$ cat config.mk
export PLATFORM = sky130hd
export DESIGN_NAME = lookahead_route_top
export DESIGN_NICKNAME = d
export VERILOG_FILES = /design/src/source/noc_route_pkg.sv /design/src/source/route_input_stage.sv /design/src/source/next_hop_predictor.sv /design/src/source/lookahead_port_stage.sv /design/src/source/lookahead_route_top.sv
export SDC_FILE = /design/constraint.sdc
export NUM_CORES = 1
export LEC_CHECK = 0
export BUFFER_PORTS_ARGS = -buffer_cell sky130_fd_sc_hd__buf_2
export CAP_MARGIN = 20
export CELL_PAD_IN_SITES_DETAIL_PLACEMENT = 1
export CELL_PAD_IN_SITES_GLOBAL_PLACEMENT = 1
export CORE_UTILIZATION = 38
export CTS_CLUSTER_DIAMETER = 200
export DETAILED_ROUTE_END_ITERATION = 8
export HOLD_SLACK_MARGIN = 0.03
export PLACE_DENSITY_LB_ADDON = 0.1
export SLEW_MARGIN = 15
export SYNTH_ARGS = -nofsm -noshare
export SYNTH_HDL_FRONTEND = slang
export SYNTH_SLANG_ARGS = --single-unit
$ cat constraint.sdc
create_clock -name clk -period 2 [get_ports clk]
set_input_delay 0.3 -clock clk [delete_from_list [all_inputs] [get_ports clk]]
set_output_delay 0.3 -clock clk [all_outputs]
set_load 0.005 [all_outputs]
$ cat src/source/noc_route_pkg.sv
/*
 * Port numbering and port vector types shared by the mesh router route logic.
 * Also holds the helpers that move between full one-hot vectors and the
 * 4-bit encoded form, where one port is left out of the vector.
 */
package noc_route_pkg;

    localparam int PORT_COUNT = 5;  // local plus four mesh directions

    localparam int PORT_LOCAL = 0;
    localparam int PORT_EAST  = 1;  // x + 1
    localparam int PORT_NORTH = 2;  // y - 1
    localparam int PORT_WEST  = 3;  // x - 1
    localparam int PORT_SOUTH = 4;  // y + 1

    typedef logic [PORT_COUNT-1:0] port_onehot_t;
    typedef logic [PORT_COUNT-2:0] port_code_t;

    // bits below the removed port keep their place, bits above shift down by one
    function automatic port_code_t port_remove(port_onehot_t full, port_onehot_t sel);
        port_onehot_t below;
        port_onehot_t merged;
        below  = sel - 1'b1;  // ones under the removed bit
        merged = (full & below) | ((full >> 1) & ~below);
        return port_code_t'(merged);
    endfunction

    // inverse of port_remove; the removed position comes back as zero
    function automatic port_onehot_t port_insert(port_code_t code, port_onehot_t sel);
        port_onehot_t ext;
        port_onehot_t below;
        ext   = port_onehot_t'(code);
        below = sel - 1'b1;
        return (ext & below) | ((ext << 1) & ~below & ~sel);
    endfunction

endpackage

$ cat src/source/route_input_stage.sv
/*
 * First pipeline stage of the look-ahead route unit.
 * Captures each valid request and rebuilds the full one-hot output port
 * from the encoded port, which leaves out this router's input SW_LOC.
 */
module route_input_stage #(
    parameter int NX = 4,
    parameter int NY = 4,
    parameter int SW_LOC = 0,
    localparam int XW = (NX > 1) ? $clog2(NX) : 1,
    localparam int YW = (NY > 1) ? $clog2(NY) : 1
) (
    input  logic                        clk,
    input  logic                        reset,
    input  logic                        in_valid,
    input  logic [XW-1:0]               dest_x,
    input  logic [YW-1:0]               dest_y,
    input  noc_route_pkg::port_code_t   in_port,
    output logic                        s1_valid,
    output logic [XW-1:0]               s1_dest_x,
    output logic [YW-1:0]               s1_dest_y,
    output noc_route_pkg::port_onehot_t s1_port
);

    // one-hot mark of the port this stage serves
    localparam noc_route_pkg::port_onehot_t SW_SEL =
        noc_route_pkg::port_onehot_t'(1) << SW_LOC;

    noc_route_pkg::port_onehot_t full_port;

    // a flit never turns back through its own input, so that bit is zero
    always_comb begin
        full_port = noc_route_pkg::port_insert(in_port, SW_SEL);
    end

    always_ff @(posedge clk or posedge reset) begin
        if (reset) begin
            s1_valid  <= 1'b0;
            s1_dest_x <= '0;
            s1_dest_y <= '0;
            s1_port   <= '0;
        end else begin
            s1_valid <= in_valid;
            if (in_valid) begin  // payload only moves with a request
                s1_dest_x <= dest_x;
                s1_dest_y <= dest_y;
                s1_port   <= full_port;
            end
        end
    end

    // upstream switch allocator must hand over exactly one port per head flit
    a_in_port_onehot : assert property (
        @(posedge clk) disable iff (reset)
        in_valid |-> $onehot(in_port)
    ) else $error("in_port is not one-hot on a valid request");

endmodule

$ cat src/source/next_hop_predictor.sv
/*
 * Predicts the neighbour a flit reaches through its chosen output port and
 * the port it enters that neighbour on. Purely combinational.
 */
module next_hop_predictor #(
    parameter int NX = 4,
    parameter int NY = 4,
    localparam int XW = (NX > 1) ? $clog2(NX) : 1,
    localparam int YW = (NY > 1) ? $clog2(NY) : 1
) (
    input  noc_route_pkg::port_onehot_t cur_port,
    input  logic [XW-1:0]               cur_x,
    input  logic [YW-1:0]               cur_y,
    output logic [XW-1:0]               next_x,
    output logic [YW-1:0]               next_y,
    output noc_route_pkg::port_onehot_t recv_port
);

    localparam logic [XW-1:0] LAST_X = XW'(NX - 1);
    localparam logic [YW-1:0] LAST_Y = YW'(NY - 1);

    // mesh edges hold the address, there is no wrap-around link
    always_comb begin
        next_x = cur_x;
        next_y = cur_y;
        if (cur_port[noc_route_pkg::PORT_EAST]) begin
            if (cur_x != LAST_X) begin
                next_x = cur_x + 1'b1;
            end
        end else if (cur_port[noc_route_pkg::PORT_NORTH]) begin
            if (cur_y != '0) begin
                next_y = cur_y - 1'b1;  // north is towards row 0
            end
        end else if (cur_port[noc_route_pkg::PORT_WEST]) begin
            if (cur_x != '0) begin
                next_x = cur_x - 1'b1;
            end
        end else if (cur_port[noc_route_pkg::PORT_SOUTH]) begin
            if (cur_y != LAST_Y) begin
                next_y = cur_y + 1'b1;
            end
        end
    end

    // leaving east means arriving on the neighbour's west side, and so on
    always_comb begin
        recv_port = '0;
        recv_port[noc_route_pkg::PORT_LOCAL] = cur_port[noc_route_pkg::PORT_LOCAL];
        recv_port[noc_route_pkg::PORT_WEST]  = cur_port[noc_route_pkg::PORT_EAST];
        recv_port[noc_route_pkg::PORT_EAST]  = cur_port[noc_route_pkg::PORT_WEST];
        recv_port[noc_route_pkg::PORT_SOUTH] = cur_port[noc_route_pkg::PORT_NORTH];
        recv_port[noc_route_pkg::PORT_NORTH] = cur_port[noc_route_pkg::PORT_SOUTH];
    end

endmodule

$ cat src/source/lookahead_port_stage.sv
/*
 * Second pipeline stage. Runs XY routing as the next router would, encodes
 * the result relative to that router's receive port and registers it.
 * An ejecting flit (current port local) gets an all-zero look-ahead port.
 */
module lookahead_port_stage #(
    parameter int NX = 4,
    parameter int NY = 4,
    localparam int XW = (NX > 1) ? $clog2(NX) : 1,
    localparam int YW = (NY > 1) ? $clog2(NY) : 1
) (
    input  logic                        clk,
    input  logic                        reset,
    input  logic                        s1_valid,
    input  logic [XW-1:0]               next_x,
    input  logic [YW-1:0]               next_y,
    input  noc_route_pkg::port_onehot_t recv_port,
    input  logic [XW-1:0]               s1_dest_x,
    input  logic [YW-1:0]               s1_dest_y,
    output logic                        out_valid,
    output noc_route_pkg::port_code_t   lk_port
);

    noc_route_pkg::port_onehot_t xy_port;
    noc_route_pkg::port_code_t   lk_next;

    // dimension order: finish x before touching y
    always_comb begin
        xy_port = '0;
        if (s1_dest_x > next_x) begin
            xy_port[noc_route_pkg::PORT_EAST] = 1'b1;
        end else if (s1_dest_x < next_x) begin
            xy_port[noc_route_pkg::PORT_WEST] = 1'b1;
        end else if (s1_dest_y < next_y) begin
            xy_port[noc_route_pkg::PORT_NORTH] = 1'b1;
        end else if (s1_dest_y > next_y) begin
            xy_port[noc_route_pkg::PORT_SOUTH] = 1'b1;
        end else begin
            xy_port[noc_route_pkg::PORT_LOCAL] = 1'b1;  // arrived
        end
    end

    // encode relative to the neighbour's input side
    always_comb begin
        if (recv_port[noc_route_pkg::PORT_LOCAL]) begin
            lk_next = '0;  // flit ejects here, neighbour not involved
        end else begin
            lk_next = noc_route_pkg::port_remove(xy_port, recv_port);
        end
    end

    always_ff @(posedge clk or posedge reset) begin
        if (reset) begin
            out_valid <= 1'b0;
            lk_port   <= '0;
        end else begin
            out_valid <= s1_valid;
            lk_port   <= s1_valid ? lk_next : '0;  // idle cycles read as zero
        end
    end

    // the removal step must never turn one port into several
    a_lk_port_onehot0 : assert property (
        @(posedge clk) disable iff (reset)
        $onehot0(lk_port)
    ) else $error("lk_port has more than one bit set");

    // predictor and XY must agree: a flit never routes back out its receive side
    a_no_u_turn : assert property (
        @(posedge clk) disable iff (reset)
        (s1_valid && !recv_port[noc_route_pkg::PORT_LOCAL]) |-> ((xy_port & recv_port) == '0)
    ) else $error("look-ahead port points back to the receive port");

endmodule

$ cat src/source/lookahead_route_top.sv
/*
 * Look-ahead XY route computation for one mesh router input port.
 * Two register stages: a request accepted on one edge shows up on
 * out_valid/lk_port after the next edge. No stall, one request per cycle.
 */
module lookahead_route_top #(
    parameter int NX = 4,
    parameter int NY = 4,
    parameter int SW_LOC = noc_route_pkg::PORT_LOCAL,
    localparam int XW = (NX > 1) ? $clog2(NX) : 1,
    localparam int YW = (NY > 1) ? $clog2(NY) : 1
) (
    input  logic                      clk,
    input  logic                      reset,
    input  logic                      in_valid,
    input  logic [XW-1:0]             cur_x,     // this router's address
    input  logic [YW-1:0]             cur_y,
    input  logic [XW-1:0]             dest_x,
    input  logic [YW-1:0]             dest_y,
    input  noc_route_pkg::port_code_t in_port,   // relative to SW_LOC
    output logic                      out_valid,
    output noc_route_pkg::port_code_t lk_port    // relative to next router's input
);

    logic                        s1_valid;
    logic [XW-1:0]               s1_dest_x;
    logic [YW-1:0]               s1_dest_y;
    noc_route_pkg::port_onehot_t s1_port;
    logic [XW-1:0]               next_x;
    logic [YW-1:0]               next_y;
    noc_route_pkg::port_onehot_t recv_port;

    route_input_stage #(
        .NX     (NX),
        .NY     (NY),
        .SW_LOC (SW_LOC)
    ) i_input_stage (
        .clk       (clk),
        .reset     (reset),
        .in_valid  (in_valid),
        .dest_x    (dest_x),
        .dest_y    (dest_y),
        .in_port   (in_port),
        .s1_valid  (s1_valid),
        .s1_dest_x (s1_dest_x),
        .s1_dest_y (s1_dest_y),
        .s1_port   (s1_port)
    );

    next_hop_predictor #(
        .NX (NX),
        .NY (NY)
    ) i_predictor (
        .cur_port  (s1_port),
        .cur_x     (cur_x),
        .cur_y     (cur_y),
        .next_x    (next_x),
        .next_y    (next_y),
        .recv_port (recv_port)
    );

    lookahead_port_stage #(
        .NX (NX),
        .NY (NY)
    ) i_port_stage (
        .clk       (clk),
        .reset     (reset),
        .s1_valid  (s1_valid),
        .next_x    (next_x),
        .next_y    (next_y),
        .recv_port (recv_port),
        .s1_dest_x (s1_dest_x),
        .s1_dest_y (s1_dest_y),
        .out_valid (out_valid),
        .lk_port   (lk_port)
    );

endmodule

======== Word-level counts from Yosys, hierarchy flattened ========
Index checks and enable logic that the tools add are counted.
word-level totals
  register bits ........................... 14
  output and inout port bits .............. 5
  logic and storage cells ................. 47
cells by class
  add/subtract/negate cells ............... 5
  $lt $le $gt $ge ......................... 4
  eq/ne operators ......................... 2
  muxes and demuxes ....................... 24
  bitwise operators ....................... 4
  reduce and logical (&&, ||, !) cells .... 2
operators by type and width
  cell                                                                number
  2-bit two-way mux                                                   11
  1-bit two-way mux                                                   11
  4-bit bitwise AND                                                   2
  2-bit by 1-bit adder with 2-bit output, second input constant       2
  2-bit greater-than comparator                                       2
  2-bit < comparator                                                  2
  4-bit two-way mux                                                   1
  2-bit != test, second input constant                                2
  4-bit inverter                                                      1
  4-bit OR                                                            1
  2-bit nonzero test                                                  2
  2-bit by 1-bit subtractor with 2-bit output, second input constant  2
  4-bit by 1-bit subtractor with 4-bit output, second input constant  1
  3-bit two-way mux                                                   1

======== Logic depth before layout (Yosys ltp) ========
Gate-level depths: netlist of the first run.
  depth after elaboration ................. 14
  depth in mapped cells ................... 8
  mapped depth without buffers ............ 7

======== Hierarchy ========
A second synthesis of the first run with hierarchy kept.
unflattened totals
  cell total of the unflattened synthesis .. 86
  area, all modules ....................... 912.1 um^2
by module, submodules not included
  module                instances  cells an instance  area an instance (um^2)  seq. area each (um^2)
  route_input_stage     1          21                 371.6                    225.2
  lookahead_port_stage  1          40                 361.6                    125.1
  next_hop_predictor    1          25                 178.9                    0.0

======== Worst setup path before layout of the first run ========
OpenSTA, ideal clock, no wires.
  path type ............................... register -> register
  start ................................... register i_input_stage.s1_port[1]
  end ..................................... register i_port_stage.lk_port[1]
  data arrival time ....................... 1.747 ns
  path slack .............................. 0.130 ns
  stages on the path, launching flop included .. 9
  buffers on the path ..................... 1
  period minus slack after synthesis ...... 1.870 ns
  cell sequence ........................... dfrtp_1 buf_6 nor4bb_2 nor2_1 o21a_1 ha_1 nor2b_1 nor4_2 o221a_1
on the way
  cells in the longest elaborated chain, start to end .. 8
  elaborated cells between the ends (all ways) .. 13
  those cells by class .................... order compare (3); mux (7); bitwise (3)
ends and longest elaborated chain
  element                   RTL line                    text
  start: declaration        route_input_stage.sv:22     output noc_route_pkg::port_onehot_t s1_port
  start signal: assignment  route_input_stage.sv:47     s1_port <= full_port;
  2-bit two-way mux         next_hop_predictor.sv:26    if (cur_port[noc_route_pkg::PORT_EAST]) begin
  2-bit < comparator        lookahead_port_stage.sv:34  end else if (s1_dest_y < next_y) begin
  1-bit two-way mux         lookahead_port_stage.sv:34
  1-bit two-way mux         lookahead_port_stage.sv:32  end else if (s1_dest_x < next_x) begin
  3-bit two-way mux         lookahead_port_stage.sv:30  if (s1_dest_x > next_x) begin
  4-bit bitwise AND         noc_route_pkg.sv:24         merged = (full & below) | ((full >> 1) & ~below);
  4-bit OR (*)              noc_route_pkg.sv:24
  4-bit two-way mux (*)     lookahead_port_stage.sv:58  lk_port <= s1_valid ? lk_next : '0;
  end signal: assignment    lookahead_port_stage.sv:58
  end: declaration          lookahead_port_stage.sv:21  output noc_route_pkg::port_code_t lk_port
Every way passes the cells marked *; elsewhere a longest branch is shown, timed or not.
A chain may end at the register's enable or synchronous reset.

======== Final worst setup path of the first run ========
  start ................................... register i_input_stage.s1_port[3]
  end ..................................... register i_port_stage.lk_port[3]
on the way
  cells in the longest elaborated chain, start to end .. 11
  elaborated cells between the ends (all ways) .. 21
  those cells by class .................... add/sub (1); order compare (4); mux (12); bitwise (4)
ends and longest elaborated chain
  element                        RTL line                    text
  2-bit two-way mux              next_hop_predictor.sv:34    end else if (cur_port[noc_route_pkg::PORT_WEST]) begin
  2-bit two-way mux              next_hop_predictor.sv:30    end else if (cur_port[noc_route_pkg::PORT_NORTH]) begin
  2-bit two-way mux              next_hop_predictor.sv:26
  2-bit greater-than comparator  lookahead_port_stage.sv:36  end else if (s1_dest_y > next_y) begin
  1-bit two-way mux              lookahead_port_stage.sv:36
  1-bit two-way mux              lookahead_port_stage.sv:34
  1-bit two-way mux              lookahead_port_stage.sv:32
  3-bit two-way mux              lookahead_port_stage.sv:30
  4-bit bitwise AND              noc_route_pkg.sv:24
  4-bit OR (*)                   noc_route_pkg.sv:24
  4-bit two-way mux (*)          lookahead_port_stage.sv:58
Marked as above.

==> run summary, run 1 <==
Starting Density = 42.68%
Internal Power = 0.0005226 W
DR WL/cell = 14.34 µm
Switching Share = 29.57%
Clk_lat worst skew = 0.27 ns
Hold Buf Count CTS = 0
Final antenna diode count = 0
Syn_nets = 94
Critical path data required time = 2.20 ns
Final std cells w/o fill = 121
Finished Cell Area = 963.4 µm²
Vias in the first global route = 617
Synth area leaders = dfrtp_1, ha_1, mux2_2, o21ai_0, inv_1
Met2 Use GR = 30.14%
Htree depth = 1
DIE WIDTH = 47.22 µm
CP Depth = 7
Utilization after layout = 52.92%
Grt ovf = 0
Final hold vios = 0
DP Cell Count = 117
DRC violations left = 0
Ys Warns = 0
Total track usage = 19.67%
Post-Place Cell Area = 894.6 µm²
Hold Path Class = input port to asynchronous set/reset pin
Hold slack = 0.04476 ns
GPL Wtd Cong = 0.7494
Crit path largest cell delay = 0.44 ns
Most common cell after layout, fill and taps aside = buf_2
Yosys cell types = 32
Clock slew at reported path FFs = 0.09 ns
Die Area = 2230 µm²
CP endpoint kind = flop
Switching Power = 0.0002194 W
Reg2reg end = i_port_stage.lk_port[3]$_DFF_PP0_
Clk sink count = 14
Hpwl dp = 1307 µm
Leak pwr = 0.4588 nW
Synth Register Bits = 14
CP Max Fanout = 5
Syn_area_per_cell = 10.50 µm²
Core area = 1821 µm²
Routed via count = 629
Top-area cell type share of the netlist area = 45.09%
Setup crit start kind = flop
CP top delay family = simple AND/OR/NAND/NOR gates
Postcts setup bufs = 0
Measured slew at the worst slew-check pin = 0.5300 ns
CP bufs+invs = 0
Cell Pwr Density = 770.2 nW/µm²
Initial antenna violation count = 0
First drt pass iteration count = 4
Slew margin rel. = 64.63%
Die Y = 47.22 µm
Grt met3 use = 3.462%
Num CTS Buffers = 3
Layout area overhead = 23.99%
Worst path cell trace = nor4bb_2 -> nor2_1 -> o21a_1 -> ha_4 -> nor2b_4 -> o2111ai_2 -> o2bb2ai_1
Clock Tree Buf Depth = 2
Fillers = 217
Post-DRT Antenna Nets = 0
Peak supply drop = 0.0004264 V
Comb power frac = 28.4%
WL final = 1735 µm
Seq/Total Area, Yosys = 45.09%
Iter 0 DRT Violations = 9
Reg2reg start = i_input_stage.s1_port[3]$_DFFE_PP0P_
R2R depth = 7
Std cell rows = 15
Synth area leader = dfrtp_1
Setup Crit Path Kind = flop to flop
Worst Clk Skew = 0.001244 ns
Max cap viols = 0
CTS tree = yes
Final Cycle Share = 94.83%
Port Buffers = 19
Layer with the highest usage = met2
Status = finished, final reports clean
Tot Pwr = 0.0007420 W
I/O pin count = 20
Largest net degree at the start of global routing = 15
Tmin final = 1.897 ns
Nets@finish = 117
Post-Syn Instances = 74
Final Setup Violations = 0
GR Util met1 = 26.37%
Sequential share of power = 44.1%
Vias per cell = 5.198
CTS root buf = clkbuf_4
First-pass GRT wire length = 2918 µm
Clock power share = 27.5%
Commonest cells after routing, fill and taps aside = buf_2, dfrtp_1, inv_1
Critical-path top delay cell = dfrtp_1
Maximum clock frequency = 527.2 MHz
R2R setup slack = 0.10 ns
Share of cells above drive strength 1 = 37.50%
Slew Viols, Final = 0
Synth Cell Area = 777.0 µm²
Data arrival time of the critical path = 2.10 ns
[repair_timing]
action	4_1_cts	5_1_grt
hold endpoints to repair	0	0
resized for setup	0	5
endpoints found under the setup margin	0	4
[registers in the layout, summed over array words and instances, names as in the netlist]
name                     flops
i_port_stage.out_valid       1
i_input_stage.s1_dest_x      2
i_input_stage.s1_port        4
i_input_stage.s1_valid       1
i_input_stage.s1_dest_y      2
i_port_stage.lk_port         4
[routing by layer]
| metal | vias to the layer above | routed length (µm) |
|---|---|---|
| li1 | 308 | - |
| met2 | 15 | 880 |
| met4 | 0 | 27 |
| met3 | 2 | 48 |
| met1 | 304 | 780 |
| met5 | - | 0 |
[logic make-up after synthesis]
logic type / share of synthesized area, %
fa+ha+maj: 8.052
compound gates: 15.30
flops: 45.09
xor+xnor: 1.127
simple gates: 17.39
buf+inv: 5.958
mux: 7.085
[power by group through the flow]
stage | Sequential, W | Combinational, W | Clock, W
2_1_floorplan | 0.000328 | 0.000128 | 0
3_3_place_gp | 0.000331 | 0.000178 | 0
3_5_place_dp | 0.000332 | 0.000184 | 0
4_1_cts | 0.000327 | 0.000184 | 0.000211
5_1_grt | 0.000332 | 0.000238 | 0.000227
6_report | 0.000327 | 0.000211 | 0.000204
[synth_stat cells]
cell and number:
buf_2 1, mux2i_1 1, o2bb2ai_1 1, or2_0 1
nor4b_1 1, o311ai_1 1, o22ai_1 1, nor4bb_2 1
o21ai_0 6, o221a_1 1, mux2_2 4, ha_1 5
inv_1 7, nand3_1 3, a21oi_1 1, nor2_1 2
o2111ai_1 1, inv_2 1, o21a_1 2, nand2b_1 1
nand2_1 6, buf_6 1, dfrtp_1 14, nor2b_2 1
a21boi_1 1, nor2b_1 3, a222oi_1 1, nor3_1 1
nor3b_1 1, xnor2_1 1, nor4_2 1, o21bai_1 1
[how the worst max path moves through the flow]
stage,slack [ns],start,end
floorplan,0.13,i_input_stage.s1_port[1]$_DFFE_PP0P_,i_port_stage.lk_port[1]$_DFF_PP0_
global placement,0.06,i_input_stage.s1_port[3]$_DFFE_PP0P_,i_port_stage.lk_port[2]$_DFF_PP0_
detailed placement,0.04,i_input_stage.s1_port[3]$_DFFE_PP0P_,i_port_stage.lk_port[3]$_DFF_PP0_
CTS,0.01,i_input_stage.s1_port[3]$_DFFE_PP0P_,i_port_stage.lk_port[3]$_DFF_PP0_
global route,-0.05,i_input_stage.s1_port[3]$_DFFE_PP0P_,i_port_stage.lk_port[3]$_DFF_PP0_
finish,0.10,i_input_stage.s1_port[3]$_DFFE_PP0P_,i_port_stage.lk_port[3]$_DFF_PP0_
[through the flow]
step / setup TNS, ns / setup WS [ns]
3_5_place_dp: 0 / 0.04305
4_1_cts: 0 / 0.01261
5_1_grt: -0.05484 / -0.05484
6_report: 0 / 0.1033
3_3_place_gp: 0 / 0.06354
2_1_floorplan: 0 / 0.1301
[area by class of cell]
type / count / area, µm² / share of cell area [%]
Clock buffer: 4 / 36.28 / 3.766
Inverter: 8 / 30.03 / 3.117
Multi-Input combinational cell: 50 / 412.9 / 42.86
Sequential cell: 14 / 350.3 / 36.36
Tap cell: 25 / 31.28 / 3.247
Timing Repair Buffer: 20 / 102.6 / 10.65
Power figures use the tool's default switching activity.
==> run 2: changes to the inputs <==
CORE_ASPECT_RATIO = 0.6   (was unset)
CORE_UTILIZATION = 40   (was 38)
SYNTH_HIERARCHICAL = 1   (was unset)
==> run 2 against run 1 <==
Compared with the run above:
- cell count grew 12%
- critical endpoint is now i_port_stage/lk_port[3]$_DFF_PP0_
- combinational power is 20% higher
- die area up 10%
- sequential share of layout area down 5.6 points
==> run summary, run 2 <==
Setup crit start kind = flop
DR WL/cell = 15.71 µm
I/O pin count = 20
Final Setup Violations = 0
Final hold vios = 0
Nets@finish = 129
Postcts setup bufs = 0
WL final = 2136 µm
Initial antenna violation count = 0
Clk_lat worst skew = 0.24 ns
Share of cells above drive strength 1 = 50.00%
Core area = 1982 µm²
Post-Syn Instances = 85
Die Y = 38.84 µm
GPL Wtd Cong = 0.7331
Layout area overhead = 26.28%
Leak pwr = 0.5743 nW
Regs by FF count = i_input_stage/s1_port (4), i_port_stage/lk_port (4)
Htree depth = 1
Clock slew at reported path FFs = 0.06 ns
Post-DRT Antenna Nets = 0
Synth Cell Area = 904.6 µm²
Std cell rows = 12
Post-Route Setup TNS = 0 ns
Vias per cell = 4.941
DIE WIDTH = 63.40 µm
Clk sink count = 14
Port Buffers = 19
Worst Clk Skew = 0.0008190 ns
Hpwl dp = 1499 µm
Final antenna diode count = 0
Ys Warns = 6
Cell Pwr Density = 752.7 nW/µm²
Status = finished, final reports clean
Tmin final = 1.983 ns
Starting Density = 45.64%
CTS tree = yes
Routed via count = 672
CP endpoint kind = flop
Maximum clock frequency = 504.3 MHz
Final Cycle Share = 99.15%
RSZ-0062 raised after global routing = true
Commonest cells after routing, fill and taps aside = buf_2, dfrtp_1, inv_1
Num CTS Buffers = 3
Syn_nets = 105
CP Max Fanout = 4
Syn_area_per_cell = 10.64 µm²
Grt ovf = 0
Max cap viols = 0
DRC violations left = 0
First drt pass iteration count = 4
CTS root buf = clkbuf_8
Largest net degree at the start of global routing = 10
Hold Path Class = input port to flop
Hold slack = 0.2835 ns
Iter 0 DRT Violations = 49
Slew Viols, Final = 0
Setup Crit Path Kind = flop to flop
Vias in the first global route = 745
Critical path data required time = 2.19 ns
Total track usage = 20.43%
Clock Tree Buf Depth = 2
Data arrival time of the critical path = 2.17 ns
Die Area = 2462 µm²
Most common cell after layout, fill and taps aside = buf_2
Peak supply drop = 0.0003598 V
First-pass GRT wire length = 3470 µm
[run 2: changes by cell type in the layout (fill, tap and decap cells not counted), moves of 3 or more]
cell | previous run | this run
a21oi_1 | 1 | 5
clkbuf_4 | 3 | 0
clkbuf_8 | 1 | 4
mux2_4 | 0 | 8
buf_4 | 1 | 6
nand3_1 | 3 | 0
o21ai_0 | 6 | 1
inv_1 | 7 | 11
mux2_2 | 4 | 0
[run 2: through the flow]
step	total power (W)	worst slack, ns	area [µm²]	utilization (%)	instances
detailed placement	0.0005451	-0.1238	1020	51.45	131
floorplan	0.0004821	0.08711	904.6	-	85
CTS	0.0008497	-0.004026	1116	56.31	136
finish	0.0008598	0.01704	1142	57.64	136
global placement	0.0005372	-0.04453	1020	51.45	131
global route	0.0009111	-0.07130	1142	57.64	136
[run 2: where the power goes]
group | internal (W) | switching, W
Clock | 0.000174 | 0.000101
Sequential | 0.000307 | 0.0000239
Combinational | 0.000131 | 0.000122
Total | 0.000613 | 0.000247
[run 2: final timing paths]
check | slack (ns) | startpoint | depth (start not counted) | end
setup / recovery | 0.02 | i_input_stage/s1_port[3]$_DFFE_PP0P_ | 8 | i_port_stage/lk_port[3]$_DFF_PP0_
hold / removal | 0.28 | in_port[3] | 2 | i_input_stage/s1_port[4]$_DFFE_PP0P_
setup reg to reg | 0.02 | i_input_stage/s1_port[3]$_DFFE_PP0P_ | 8 | i_port_stage/lk_port[3]$_DFF_PP0_
hold reg to reg | 0.44 | i_input_stage/s1_valid$_DFF_PP0_ | 0 | i_port_stage/out_valid$_DFF_PP0_
max in group asynchronous | 1.14 | reset | 3 | i_input_stage/s1_port[1]$_DFFE_PP0P_
min in group asynchronous | 0.51 | reset | 3 | i_port_stage/lk_port[0]$_DFF_PP0_
[run 2: what timing repair did]
item / in CTS / in global routing
hold buffers: 1 / 0
setup endpoints to repair: 3 / 4
pin swaps: 3 / 4
resized for setup: 7 / 6
hold endpoints to repair: 12 / 0
[run 2: critical path: stages (launching register included)]
cell and delay (ns):
dfrtp_1 0.42, nor2b_4 0.16, or3b_4 0.37, o211ai_1 0.11, ha_2 0.24, inv_2 0.05, a21oi_2 0.14, or3b_1 0.36
nand2_1 0.07
[run 2: metal layers]
layer,global-route usage [%],wire length [µm],share of wire [%]
met5,0,0,0
met4,8.523,23,1.1
met3,5.882,88,4.1
met2,34.57,967,45
met1,25.00,1057,49
[run 2: cell type report]
| class | count | area (µm²) |
|---|---|---|
| Multi-Input combinational cell | 52 | 505.5 |
| Clock buffer | 4 | 55.05 |
| Timing Repair Buffer | 26 | 150.1 |
| Fill cell | 236 | 839.6 |
| Inverter | 12 | 45.04 |
| Sequential cell | 14 | 351.6 |
| Tap cell | 28 | 35.03 |
==> run 3: changes to the inputs <==
--- a/config.mk
+++ b/config.mk
@@ -8,5 +8,5 @@
 export BUFFER_PORTS_ARGS = -buffer_cell sky130_fd_sc_hd__buf_2
 export CAP_MARGIN = 20
-export CELL_PAD_IN_SITES_DETAIL_PLACEMENT = 1
+export CELL_PAD_IN_SITES_DETAIL_PLACEMENT = 0
 export CELL_PAD_IN_SITES_GLOBAL_PLACEMENT = 1
 export CORE_ASPECT_RATIO = 0.6
==> constraint.sdc (replaced) <==
create_clock -name clk -period 2 [get_ports clk]
set_input_delay 0.1 -clock clk [delete_from_list [all_inputs] [get_ports clk]]
set_output_delay 0.1 -clock clk [all_outputs]
set_load 0.005 [all_outputs]
==> run 3 against run 2 <==
Compared with the run above:
- count of clock-buffer cells in the layout did not move
- combinational power decreased by 6%
- utilization fell by 0.13 points
- critical path type unchanged
==> run summary, run 3 (same netlist as run 2, synthesis figures left out) <==
Status = finished, final reports clean
Final antenna diode count = 0
Worst slack at placement = -0.0009168 ns
CP bufs+invs = 1
Worst path cell trace = nor2b_4 -> or3b_4 -> o211ai_1 -> ha_2 -> inv_1 -> a21oi_2 -> or3b_1 -> nand2_1
Starting Density = 45.64%
Utilization after layout = 57.51%
DR WL/cell = 12.21 µm
Maximum clock frequency = 525.4 MHz
CP endpoint kind = flop
Iter 0 DRT Violations = 17
Nets@finish = 131
Largest net degree at the start of global routing = 10
Critical-path top delay cell = dfrtp_1
Clock Tree Buf Depth = 2
Grt ovf = 0
Std cell rows = 12
DIE WIDTH = 63.40 µm
First-pass GRT wire length = 2808 µm
Hold slack = 0.07662 ns
Regs by FF count = i_input_stage/s1_port (4), i_port_stage/lk_port (4)
Core area = 1982 µm²
Peak supply drop = 0.0003920 V
Crit path largest cell delay = 0.42 ns
DRC violations left = 0
CTS root buf = clkbuf_8
CTS tree = yes
Tmin final = 1.903 ns
I/O pin count = 20
RSZ-0062 raised after global routing = false
Setup Crit Path Kind = flop to flop
Final worst slack = 0.09671 ns
Share of cells above drive strength 1 = 49.09%
Final hold vios = 0
Post-DRT Antenna Nets = 0
Routed via count = 658
Commonest cells after routing, fill and taps aside = buf_2, inv_1, dfrtp_1
First drt pass iteration count = 4
Critical path data required time = 2.19 ns
CP top delay family = simple AND/OR/NAND/NOR gates
Final Setup Violations = 0
Slew Viols, Final = 0
CP Max Fanout = 4
Setup crit start kind = flop
Port Buffers = 19
Layout area overhead = 26.00%
WL final = 1685 µm
Clock slew at reported path FFs = 0.06 ns
Initial antenna violation count = 0
Die Area = 2462 µm²
Worst Clk Skew = 0.002773 ns
Vias per cell = 4.768
Clk sink count = 14
Cell Pwr Density = 742.1 nW/µm²
Hpwl dp = 1315 µm
Clk_lat worst skew = 0.25 ns
Die Y = 38.84 µm
Vias in the first global route = 609
Fillers = 194
Total track usage = 16.13%
Most common cell after layout, fill and taps aside = buf_2
Leak pwr = 0.5836 nW
Max cap viols = 0
Num CTS Buffers = 3
Hold Path Class = input port to flop
Data arrival time of the critical path = 2.09 ns
GPL Wtd Cong = 0.7331
Final Cycle Share = 95.16%
Htree depth = 1
run 3: report_power, final:
part / internal (W) / switching [W] / leakage (nW) / total (W)
Combinational: 0.000129 / 0.000111 / 0.385 / 0.000240
Sequential: 0.000307 / 0.0000210 / 0.170 / 0.000328
Clock: 0.000175 / 0.000103 / 0.0288 / 0.000278
Total: 0.000611 / 0.000235 / 0.584 / 0.000846
run 3: metal layers:
layer	global-route usage [%]	vias up	wire length (µm)
li1	-	332	-
met1	21.76	305	857
met2	24.73	19	691
met3	5.882	2	121
met4	3.409	0	14
met5	0	-	0
run 3: final cells by class:
type	count	area (µm²)	area share, %
timing repair buffer	28	165.2	14.49
inverter	12	45.04	3.952
tap	28	35.03	3.074
multi-input combinational	52	486.7	42.70
sequential	14	352.8	30.96
clock buffer	4	55.05	4.830
run 3: final timing paths:
kind	slack [ns]	endpoint	startpoint	cells after the start
min reg2reg	0.44	i_port_stage/out_valid$_DFF_PP0_	i_input_stage/s1_valid$_DFF_PP0_	0
min	0.08	i_input_stage/s1_dest_x[1]$_DFFE_PP0P_	dest_x[1]	2
max in group asynchronous	1.37	i_input_stage/s1_port[2]$_DFFE_PP0P_	reset	3
min in group asynchronous	0.29	i_port_stage/out_valid$_DFF_PP0_	reset	3
max reg2reg	0.1	i_port_stage/lk_port[3]$_DFF_PP0_	i_input_stage/s1_port[3]$_DFFE_PP0P_	8
max	0.1	i_port_stage/lk_port[3]$_DFF_PP0_	i_input_stage/s1_port[3]$_DFFE_PP0P_	8
run 3: per-stage QoR:
step,cell area [µm²],cells,power [W],TNS [ns]
after global routing,1140,138,0.0009002,0
after detailed placement,1020,131,0.0005392,-0.0009168
final,1140,138,0.0008459,0
after CTS,1102,137,0.0008362,-0.01220
after global placement,1020,131,0.0005372,-0.04453
after floorplan,904.6,85,0.0004821,0
run 3: repair_timing:
action / CTS / global route
hold buffers: 1 / 0
cloned: 0 / 0
setup endpoints to repair: 2 / 4
hold endpoints to repair: 14 / 0
gates resized for setup: 3 / 8
buffers inserted: 1 / 1
pin swaps: 1 / 3
